### config.mk
export PLATFORM = sky130hd
export DESIGN_NAME = sm83_addr_unit
export DESIGN_NICKNAME = d
export VERILOG_FILES = /design/src/rtl/sm83_bus_pkg.sv /design/src/rtl/sm83_addr_unit.sv
export SDC_FILE = /design/constraint.sdc
export NUM_CORES = 1
export LEC_CHECK = 0
export BUFFER_PORTS_ARGS = -buffer_cell sky130_fd_sc_hd__buf_2
export CORE_ASPECT_RATIO = 1.5
export CORE_MARGIN = 1
export CORE_UTILIZATION = 40
export CTS_BUF_LIST = sky130_fd_sc_hd__clkbuf_8
export DETAILED_ROUTE_END_ITERATION = 10
export GPL_TIMING_DRIVEN = 1
export PLACE_DENSITY = 0.68
export SYNTH_ARGS = -nofsm -noshare
export SYNTH_HDL_FRONTEND = slang
export SYNTH_SLANG_ARGS = --single-unit
### constraint.sdc
create_clock -name clk -period 2 [get_ports clk]
set_input_delay 0.4 -clock clk [delete_from_list [all_inputs] [get_ports clk]]
set_output_delay 0.4 -clock clk [all_outputs]
set_load 0.1 [all_outputs]
### src/rtl/sm83_bus_pkg.sv
package sm83_bus_pkg;

	// width of one data byte, on the bus and in every register
	localparam int WORD_SIZE = 8;

	// width of a memory address, which is also the width of one register pair
	localparam int ADR_WIDTH = 16;

	// one byte as it moves between memory, the latches and the register file
	typedef logic [WORD_SIZE-1:0] word_t;

	// a bus address, or a full register pair used as one
	typedef logic [ADR_WIDTH-1:0] adr_t;

	// PC after reset, so the first real opcode fetch reads this address
	localparam adr_t RESET_PC = 16'h0000;

endpackage

### src/rtl/sm83_addr_unit.sv
`timescale 1ns/1ps

module sm83_addr_unit (
	input  logic               clk,
	input  logic               reset,
	input  logic               pc_to_adr,
	input  logic               reg_to_adr,
	input  logic               pc_inc_we,
	input  sm83_bus_pkg::adr_t pair_value,
	output sm83_bus_pkg::adr_t mem_adr
);

	sm83_bus_pkg::adr_t pc;
	sm83_bus_pkg::adr_t adr_inc;

	// the incrementer works on the address register, not on PC
	assign adr_inc = mem_adr + sm83_bus_pkg::adr_t'(1);

	always_ff @(posedge clk) begin
		if (reset) begin
			pc      <= sm83_bus_pkg::RESET_PC;
			mem_adr <= sm83_bus_pkg::RESET_PC;
		end else begin
			// new address at the end of T4, held through the access cycle
			if (pc_to_adr)
				mem_adr <= pc;
			else if (reg_to_adr)
				mem_adr <= pair_value;
			// PC steps past a fetched opcode or immediate in T1 of that access
			if (pc_inc_we)
				pc <= adr_inc;
		end
	end

endmodule

==> results of run 1 <==
-- synth_stat cells --
| cell | count | area (µm²) |
|---|---|---|
| or3_2 | 2 | 15.0 |
| or4_1 | 1 | 7.51 |
| inv_1 | 6 | 22.5 |
| a21oi_1 | 17 | 85.1 |
| nand4_1 | 1 | 6.26 |
| nor4_1 | 5 | 31.3 |
| a311oi_1 | 4 | 35.0 |
| xnor2_1 | 5 | 43.8 |
| buf_2 | 2 | 10.0 |
| clkbuf_1 | 11 | 41.3 |
| dfxtp_1 | 32 | 641 |
| a211oi_1 | 8 | 60.1 |
| and3_1 | 1 | 6.26 |
| o211a_1 | 1 | 10.0 |
| mux2i_1 | 17 | 170 |
| xor2_1 | 3 | 26.3 |
| o21ai_0 | 3 | 15.0 |
| nand3_1 | 7 | 35.0 |
| o31ai_1 | 3 | 22.5 |
| nor2_1 | 47 | 176 |
| ha_1 | 1 | 12.5 |
| nand4_2 | 1 | 12.5 |
| nor3_1 | 2 | 10.0 |
| and4_1 | 2 | 17.5 |
| or3_1 | 2 | 12.5 |
| nand2_1 | 5 | 18.8 |
-- sequential cells by signal, summed over array words and instances (netlist names) --
register	flops
pc	16
mem_adr	16
-- per-layer routing --
layer / vias up / GRT usage, % / routed length, µm / share of wire, %
met5: - / 0 / 0 / 0
met4: 0 / 6.32 / 42 / 1.3
met3: 7 / 5.23 / 109 / 3.3
met2: 27 / 30.5 / 1680 / 50
met1: 627 / 21.8 / 1520 / 45
li1: 733 / - / - / -
-- worst min-delay path, cell delays in order --
cell and delay (ps):
buf_2 70, mux2i_1 50, nor2_1 80, a21oi_1 40, nor2_1 70
-- report_power, final --
group	internal, mW	switching [mW]	total (mW)
combinational	0.0778	0.208	0.286
sequential	0.678	0.0369	0.715
clock	0.270	0.216	0.486
-- cell usage in the layout, fill, tap and decap left out, types with 5 or more instances in the layout --
cell,Yosys,routed
buf_2,2,36
clkbuf_8,0,6
mux2i_1,17,17
nand2_1,5,5
inv_1,6,8
dfxtp_1,32,18
nor2_1,47,47
xnor2_1,5,5
nor4_1,5,5
a21oi_1,17,17
dfxtp_2,0,14
nand3_1,7,7
a211oi_1,8,8
-- how the worst max path moves through the flow --
stage | from | to | slack, ps
after floorplan | mem_adr[0]$_SDFFE_PP0P_ | pc[8]$_SDFFE_PP0P_ | 20
after global placement | mem_adr[0]$_SDFFE_PP0P_ | pc[12]$_SDFFE_PP0P_ | 390
after detailed placement | mem_adr[0]$_SDFFE_PP0P_ | pc[14]$_SDFFE_PP0P_ | 320
after CTS | mem_adr[0]$_SDFFE_PP0P_ | pc[12]$_SDFFE_PP0P_ | 310
after global routing | mem_adr[0]$_SDFFE_PP0P_ | pc[12]$_SDFFE_PP0P_ | 120
final | mem_adr[0]$_SDFFE_PP0P_ | pc[8]$_SDFFE_PP0P_ | 330
-- logic make-up after synthesis --
group	share of synthesized area (%)
and+or+nand+nor	22.6
adders and majority gates	0.810
DFF	41.5
xor gates and xnor gates	4.54
buffers and inverters	4.78
muxes	11.0
AOI/OAI and AO/OA	14.7
-- area by class of cell --
type	instances	area, µm²
fill	389	1830
multi-input combinational	138	830
sequential	32	658
timing repair buffer	38	195
clock buffer	6	82.6
tap	43	53.8
inverter	6	22.5
clock inverter	2	7.51
-- through the flow --
stage | total power [mW] | hold slack, ps
6_report | 1.49 | 475
5_1_grt | 1.57 | 485
3_5_place_dp | 1.02 | 469
4_1_cts | 1.50 | 474
3_3_place_gp | 1.01 | 465
2_1_floorplan | 0.955 | 454
==> results.py, run 1 <==
metrics = {
    "clock_network": {
        "cts.sinks": 32,
        "post-cts-setup-buffers": 0,
        "post_cts_hold_buffer_count": 0,
        "max-clock-path-buffers": 2,
        "tritoncts": "built",
        "cts-resized-gates": 0,
        "clk_root_buffer_cell": "clkbuf_8",
        "htree_num_levels": 2,
        "clk_pin_slew_worst_paths_ps": 60,
        "cts_buffers": 5,
        "clkLatencyLatePin_ps": 280,
    },
    "worst_setup_path": {
        "rr_startpoint": "mem_adr[0]$_SDFFE_PP0P_",
        "worstPathRequired_ps": 2190,
        "crit_fanout": 6,
        "cp.depth": 4,
        "r2r_setup_slack_ps": 330,
        "max_stage_delay_ps": 500,
        "crit_family": "simple AND/OR/NAND/NOR gates",
        "critical_path_class": "flip-flop to flip-flop",
        "startpoint_type_of_the_worst_setup_path": "flip-flop",
        "critPathSlowestCell": "or3_2",
        "cp_num_buf_inv": 0,
        "reg2reg_to": "pc[8]$_SDFFE_PP0P_",
        "worstPathCellList": "ha_1 -> nand4_1 -> or3_2 -> a311oi_1",
        "timing.critical_path.to_type": "flip-flop",
        "crit_arrival_ps": 1860,
        "timing.reg2reg.worst_path_depth": 4,
    },
    "die": {
        "die_height_um": 78.1,
        "initial_utilization_pct": 41.9,
        "placement_rows": 27,
        "floorplan.core_area_um2": 3680,
        "die_w_um": 52.7,
        "die_area_um2": 4120,
        "pin_count": 37,
    },
    "route": {
        "remaining_drc_errors": 0,
        "antenna_violating_nets_post_route": 0,
        "drtPass1Iterations": 4,
        "detail_route.wirelength_um": 3350,
        "drt-initial-drc-count": 28,
        "routedWlPerCell_um": 12.6,
        "avgViaCountPerCell": 5.26,
        "routed-via-count": 1394,
    },
    "grt": {
        "grt_pass1_vias": 1214,
        "grt_pass1_wl_um": 5570,
        "maximum_number_of_pins_on_one_net_before_global_route_repair": 33,
        "grt_overflow": 0,
        "antenna_found_initial": 0,
        "globalRouteTotalUtil_pct": 18.3,
    },
    "synth": {
        "synth_seq_area_share_pct": 41.5,
        "synthCells": 189,
        "synthesis.area_um2": 1540,
        "synth_cell_type_count": 26,
        "postSynthNetCount": 211,
        "syn-mean-instance-area_um2": 8.17,
        "flip_flop_and_latch_count_after_synthesis": 32,
        "synth_warnings": 0,
    },
    "sta": {
        "fin_crit_sh_pct": 83.4,
        "max_slew_headroom_at_the_worst_pin_pct": 64.3,
        "final-hold-violation-count": 0,
        "worst_slack_ps": 332,
        "worst_slew_pin_slew_ps": 535,
        "setup_tns_ps": 0,
        "finalMaxSlewViolations": 0,
        "fin_skew_ps": 5.51,
        "grt_setup_unrepaired": "false",
        "fmax_mhz": 600,
        "layout_min_cycle_time_ps": 1670,
        "finalSetupViolations": 0,
    },
    "cells_and_area": {
        "final_area_um2": 1850,
        "area_delta_synth_final_pct": 19.8,
        "finish.cell_count_without_fillers": 265,
        "drive_above_1_share_pct": 27.5,
        "antenna_cells_inserted": 0,
        "nNetsFinal": 243,
        "post-route-util_pct": 50.2,
    },
    "job": {
        "maxCapViolCount": 0,
    },
    "hold_path": {
        "min_delay_worst_endpoint": "mem_adr[14]$_SDFFE_PP0P_",
        "cell_count_of_the_worst_hold_path": 5,
        "hold_path_class": "input pin to flip-flop",
        "hp-start": "pair_value[14]",
    },
    "power_and_ir_drop": {
        "vdd.ir_drop.worst_v": 0.000536,
        "power_leakage_nw": 0.797,
        "cellPowerDensity_nw_per_um2": 804,
    },
    "place": {
        "postPlaceCellArea_um2": 1760,
        "pre_cts_slack_ps": 317,
        "buffer_ports.inserted": 36,
        "dp_hpwl_um": 2370,
        "routabilityCongestion": 0.798,
        "dpl.cell_count": 257,
    },
    "run_status": {
        "status": "finished, final reports clean",
    },
}
(Power assumes the default switching activity.)
==> run 2, diff against run 1 <==
==> constraint.sdc (replaced) <==
create_clock -name clk -period 1.6 [get_ports clk]
set_input_delay 0.32 -clock clk [delete_from_list [all_inputs] [get_ports clk]]
set_output_delay 0.32 -clock clk [all_outputs]
set_load 0.1 [all_outputs]
==> results.py, run 2 (synthesis gave the netlist of run 1 again) <==
metrics = {
    "clock_network": {
        "post_cts_hold_buffer_count": 0,
        "htree_num_levels": 2,
        "cts_buffers": 5,
        "clk_root_buffer_cell": "clkbuf_8",
        "clkLatencyLatePin_ps": 280,
        "cts.sinks": 32,
        "tritoncts": "built",
        "max-clock-path-buffers": 2,
        "clk_pin_slew_worst_paths_ps": 60,
    },
    "die": {
        "initial_utilization_pct": 41.9,
        "floorplan.core_area_um2": 3680,
        "pin_count": 37,
        "die_height_um": 78.1,
        "die_area_um2": 4120,
        "die_w_um": 52.7,
        "placement_rows": 27,
    },
    "hold_path": {
        "hold_path_class": "input pin to flip-flop",
        "hp-start": "pc_inc_we",
        "cell_count_of_the_worst_hold_path": 2,
        "min_delay_worst_endpoint": "pc[15]$_SDFFE_PP0P_",
    },
    "sta": {
        "finalSetupViolations": 0,
        "worst_slew_pin_slew_ps": 521,
        "finalMaxSlewViolations": 0,
        "setup_tns_ps": 0,
        "fin_crit_sh_pct": 94.9,
        "grt_setup_unrepaired": "false",
        "fmax_mhz": 658,
        "worst_slack_ps": 81.3,
        "fin_skew_ps": 4.55,
        "max_slew_headroom_at_the_worst_pin_pct": 65.3,
        "layout_min_cycle_time_ps": 1520,
        "final-hold-violation-count": 0,
    },
    "place": {
        "pre_cts_slack_ps": 55.2,
        "routabilityCongestion": 0.796,
        "buffer_ports.inserted": 36,
        "dp_hpwl_um": 2440,
    },
    "cells_and_area": {
        "layout.cells.most_common_list": "nor2_1 (47), buf_2 (36), mux2i_1 (17), a21oi_1 (17), dfxtp_1 (17)",
        "area_delta_synth_final_pct": 28.4,
        "antenna_cells_inserted": 0,
        "layout_top_registers": "mem_adr (16), pc (16)",
        "post-route-util_pct": 53.9,
        "layout_commonest_cell": "nor2_1",
        "drive_above_1_share_pct": 32.3,
        "nNetsFinal": 247,
    },
    "route": {
        "drt-initial-drc-count": 27,
        "routed-wl-met2_um": 1740,
        "drtPass1Iterations": 4,
        "detail_route.wirelength_um": 3450,
        "routed-via-count": 1427,
        "remaining_drc_errors": 0,
        "drt-met1-wl_um": 1530,
        "wl_met3_um": 131,
        "routed.top_layer": "met4",
        "routedWlPerCell_um": 12.8,
        "antenna_violating_nets_post_route": 0,
        "avgViaCountPerCell": 5.30,
    },
    "power_and_ir_drop": {
        "vdd.ir_drop.worst_v": 0.000559,
        "netSwitchingFraction_pct": 32.2,
        "power_leakage_nw": 0.826,
        "p_int_mw": 1.23,
        "switching_power_mw": 0.588,
        "cellPowerDensity_nw_per_um2": 919,
        "clock_power_share_pct": 30.8,
        "sequentialPowerShare_pct": 48.6,
        "post-layout-total-power_mw": 1.82,
        "combinationalPowerShare_pct": 20.7,
    },
    "job": {
        "maxCapViolCount": 0,
    },
    "grt": {
        "maximum_number_of_pins_on_one_net_before_global_route_repair": 33,
        "antenna_found_initial": 0,
        "grt_pass1_wl_um": 5730,
        "grt_overflow": 0,
        "grt_pass1_vias": 1321,
        "globalRouteTotalUtil_pct": 18.7,
    },
    "worst_setup_path": {
        "startpoint_type_of_the_worst_setup_path": "flip-flop",
        "timing.critical_path.to_type": "output pin",
        "critical_path_class": "flip-flop to output pin",
        "reg2reg_to": "pc[12]$_SDFFE_PP0P_",
        "timing.reg2reg.worst_path_depth": 5,
        "worstPathRequired_ps": 1280,
        "crit_fanout": 4,
        "r2r_setup_slack_ps": 100,
        "crit_arrival_ps": 1200,
        "rr_startpoint": "mem_adr[0]$_SDFFE_PP0P_",
    },
    "run_status": {
        "status": "finished, final reports clean",
    },
}
-- run 2: changes by cell type in the layout (fill, tap and decap cells not counted), sizes merged --
cell | before | now
buf | 38 | 42
clkbuf | 6 | 5
clkinv | 0 | 1
-- run 2: worst max-delay path by stage --
stage                                       start             endpoint  slack, ps  depth (start not counted)
after global routing      mem_adr[0]$_SDFFE_PP0P_  pc[12]$_SDFFE_PP0P_          7                          5
final                     mem_adr[0]$_SDFFE_PP0P_           mem_adr[0]         80                          2
after floorplan           mem_adr[8]$_SDFFE_PP0P_  pc[15]$_SDFFE_PP0P_        -70                          4
after detailed placement  mem_adr[1]$_SDFFE_PP0P_  pc[12]$_SDFFE_PP0P_         60                          5
after global placement    mem_adr[0]$_SDFFE_PP0P_   pc[8]$_SDFFE_PP0P_        120                          4
after CTS                 mem_adr[1]$_SDFFE_PP0P_  pc[12]$_SDFFE_PP0P_         30                          5
-- run 2: power by group through the flow --
stage,Combinational [mW],Sequential (mW),Clock [mW]
after floorplan,0.143,1.05,0
after global placement,0.367,0.904,0
after detailed placement,0.369,0.906,0
after CTS,0.370,0.888,0.580
after global routing,0.407,0.892,0.618
final,0.377,0.885,0.561
-- run 2: critical path: stages (launching register included) --
cell and delay [ps]:
dfxtp_4 370, buf_4 130, buf_2 420
-- run 2: final cells by class --
class	count	area, µm²
fillers	358	1700
multi-input cells	138	900
flip-flops and latches	32	689
repair buffers	42	238
clock buffers	5	68.8
well taps	43	53.8
inverters	6	22.5
clock inverters	3	11.3
-- run 2: repair_timing --
action	CTS	global route
gates resized for setup	0	3
buffers inserted	0	2
endpoints found under the hold margin	0	0
endpoints found under the setup margin	0	3
-- run 2: per-layer routing --
layer  track usage, %  vias up
li1                 -      738
met1             21.9      652
met2             30.9       31
met3             6.01        6
met4             7.11        0
met5                0        -
-- run 2: per-stage QoR --
stage | cell area [µm²] | instances | hold WS (ps)
after floorplan | 1650 | 189 | 452
after global placement | 1870 | 259 | 466
after detailed placement | 1870 | 259 | 468
after CTS | 1950 | 267 | 372
after global routing | 1980 | 269 | 387
final | 1980 | 269 | 383
==> run 3, diff against run 2 <==
--- a/config.mk
+++ b/config.mk
@@ -5,14 +5,16 @@
 export SDC_FILE = /design/constraint.sdc
 export NUM_CORES = 1
 export LEC_CHECK = 0
-export BUFFER_PORTS_ARGS = -buffer_cell sky130_fd_sc_hd__buf_2
+export BUFFER_PORTS_ARGS = -buffer_cell sky130_fd_sc_hd__buf_4
+export CELL_PAD_IN_SITES_DETAIL_PLACEMENT = 0
+export CELL_PAD_IN_SITES_GLOBAL_PLACEMENT = 1
 export CORE_ASPECT_RATIO = 1.5
 export CORE_MARGIN = 1
 export CORE_UTILIZATION = 40
 export CTS_BUF_LIST = sky130_fd_sc_hd__clkbuf_8
 export DETAILED_ROUTE_END_ITERATION = 10
 export GPL_TIMING_DRIVEN = 1
-export PLACE_DENSITY = 0.68
+export PLACE_DENSITY = 0.86
 export SYNTH_ARGS = -nofsm -noshare
 export SYNTH_HDL_FRONTEND = slang
 export SYNTH_SLANG_ARGS = --single-unit
==> results.py, run 3 (synthesis gave the netlist of run 1 again) <==
metrics = {
    "clock_network": {
        "cts_buffers": 5,
        "clk_pin_slew_worst_paths_ps": 60,
        "clk_root_buffer_cell": "clkbuf_8",
        "max-clock-path-buffers": 2,
        "tritoncts": "built",
        "clkLatencyLatePin_ps": 280,
        "htree_num_levels": 2,
        "cts.sinks": 32,
    },
    "place": {
        "dp_hpwl_um": 2530,
        "routabilityCongestion": 0.797,
        "buffer_ports.inserted": 36,
        "postPlaceCellArea_um2": 1930,
        "dpl.cell_count": 256,
    },
    "sta": {
        "fin_crit_sh_pct": 94.1,
        "timing.hold.ws_ps": 354,
        "setup_tns_ps": 0,
        "grt_setup_unrepaired": "false",
        "fmax_mhz": 664,
        "finalMaxSlewViolations": 0,
        "final-hold-violation-count": 0,
        "max_slew_headroom_at_the_worst_pin_pct": 74.3,
        "layout_min_cycle_time_ps": 1510,
        "fin_skew_ps": 4.04,
        "worst_slew_pin_slew_ps": 382,
        "finalSetupViolations": 0,
    },
    "worst_setup_path": {
        "crit_fanout": 6,
        "max_stage_delay_ps": 420,
        "worstPathRequired_ps": 1790,
        "critical_path_class": "flip-flop to flip-flop",
        "critPathSlowestCell": "or3_4",
        "crit_arrival_ps": 1700,
        "startpoint_type_of_the_worst_setup_path": "flip-flop",
        "worstPathCellList": "ha_4 -> nand4_1 -> or3_4 -> a311oi_1",
        "timing.critical_path.to_type": "flip-flop",
    },
    "cells_and_area": {
        "nNetsFinal": 244,
        "layout.cells.most_common_list": "nor2_1 (47), buf_4 (39), mux2i_1 (17), a21oi_1 (17), dfxtp_1 (17)",
        "layout_commonest_cell": "nor2_1",
        "multi_input_area_um2": 888,
        "nFillCells": 369,
        "antenna_cells_inserted": 0,
        "final_area_um2": 2030,
        "final-seq-area_um2": 689,
        "finish.cell_count_without_fillers": 266,
        "layout_top_registers": "mem_adr (16), pc (16)",
        "area_delta_synth_final_pct": 31.3,
        "drive_above_1_share_pct": 30.5,
    },
    "power_and_ir_drop": {
        "cellPowerDensity_nw_per_um2": 914,
        "netSwitchingFraction_pct": 32.5,
        "p_int_mw": 1.25,
        "vdd.ir_drop.worst_v": 0.000546,
        "sequentialPowerShare_pct": 47.8,
        "combinationalPowerShare_pct": 21.2,
        "clock_power_share_pct": 31.0,
        "power_leakage_nw": 0.824,
        "switching_power_mw": 0.602,
    },
    "grt": {
        "antenna_found_initial": 0,
        "maximum_number_of_pins_on_one_net_before_global_route_repair": 34,
        "globalRouteTotalUtil_pct": 20.3,
        "grt_pass1_vias": 1316,
        "grt_overflow": 0,
        "grt_pass1_wl_um": 6090,
    },
    "route": {
        "antenna_violating_nets_post_route": 0,
        "drt-initial-drc-count": 28,
        "drtPass1Iterations": 4,
        "remaining_drc_errors": 0,
        "avgViaCountPerCell": 5.36,
        "routed-via-count": 1426,
        "routedWlPerCell_um": 13.9,
        "detail_route.wirelength_um": 3710,
    },
    "hold_path": {
        "hold_path_class": "input pin to flip-flop",
    },
    "die": {
        "die_area_um2": 4120,
        "placement_rows": 27,
        "floorplan.core_area_um2": 3680,
        "die_height_um": 78.1,
        "pin_count": 37,
        "initial_utilization_pct": 41.9,
        "die_w_um": 52.7,
    },
    "run_status": {
        "status": "finished, final reports clean",
    },
    "job": {
        "maxCapViolCount": 0,
    },
}
==> run 3: changes by cell type in the layout (fill, tap and decap cells not counted), sizes merged <==
cell,change
buf,-3
==> run 3: critical path, delay by kind of cell, from the launching register on <==
family / cells / cell delay (ps)
compound gates: 1 / 250
fa+ha+maj: 1 / 150
flops: 1 / 390
simple gates: 2 / 630
==> run 3: routing by layer <==
metal / track usage [%] / up-vias / share of wire [%]
li1: - / 730 / -
met1: 22.7 / 665 / 43
met2: 34.6 / 26 / 51
met3: 5.62 / 5 / 3.6
met4: 8.68 / 0 / 2.0
met5: 0 / - / 0
==> run 3: what timing repair did <==
action,CTS,global route
endpoints found under the hold margin,0,0
setup buffers,0,2
resized for setup,0,1
hold buffers,0,0
endpoints found under the setup margin,0,3
==> run 3: final cells by class <==
class | count | area share (%)
multi-input cells | 138 | 43.8
flip-flops and latches | 32 | 34.0
repair buffers | 39 | 14.4
clock buffers | 5 | 3.40
well taps | 43 | 2.65
inverters | 6 | 1.11
clock inverters | 3 | 0.556
==> run 3: power groups by stage <==
stage / clock (mW) / sequential, mW / combinational, mW
detailed placement: 0 / 0.906 / 0.387
finish: 0.574 / 0.887 / 0.392
global route: 0.628 / 0.894 / 0.421
floorplan: 0 / 1.05 / 0.143
CTS: 0.601 / 0.888 / 0.389
global placement: 0 / 0.903 / 0.385
==> run 3: final timing paths <==
path                                             to  depth (start not counted)                    start  slack, ps
worst max-delay path            pc[14]$_SDFFE_PP0P_                          4  mem_adr[1]$_SDFFE_PP0P_         90
worst min-delay path             pc[9]$_SDFFE_PP0P_                          2                pc_inc_we        350
worst max register to register  pc[14]$_SDFFE_PP0P_                          4  mem_adr[1]$_SDFFE_PP0P_         90
worst min register to register   pc[7]$_SDFFE_PP0P_                          2       pc[7]$_SDFFE_PP0P_        480
==> run 3: stage by stage <==
stage	total power, mW	setup WS (ps)	util [%]
after CTS	1.88	77.6	54.5
after detailed placement	1.29	90.9	52.3
after global placement	1.29	140	52.3
after floorplan	1.19	-66.7	-
final	1.85	94.5	55.0
after global routing	1.94	5.89	55.0
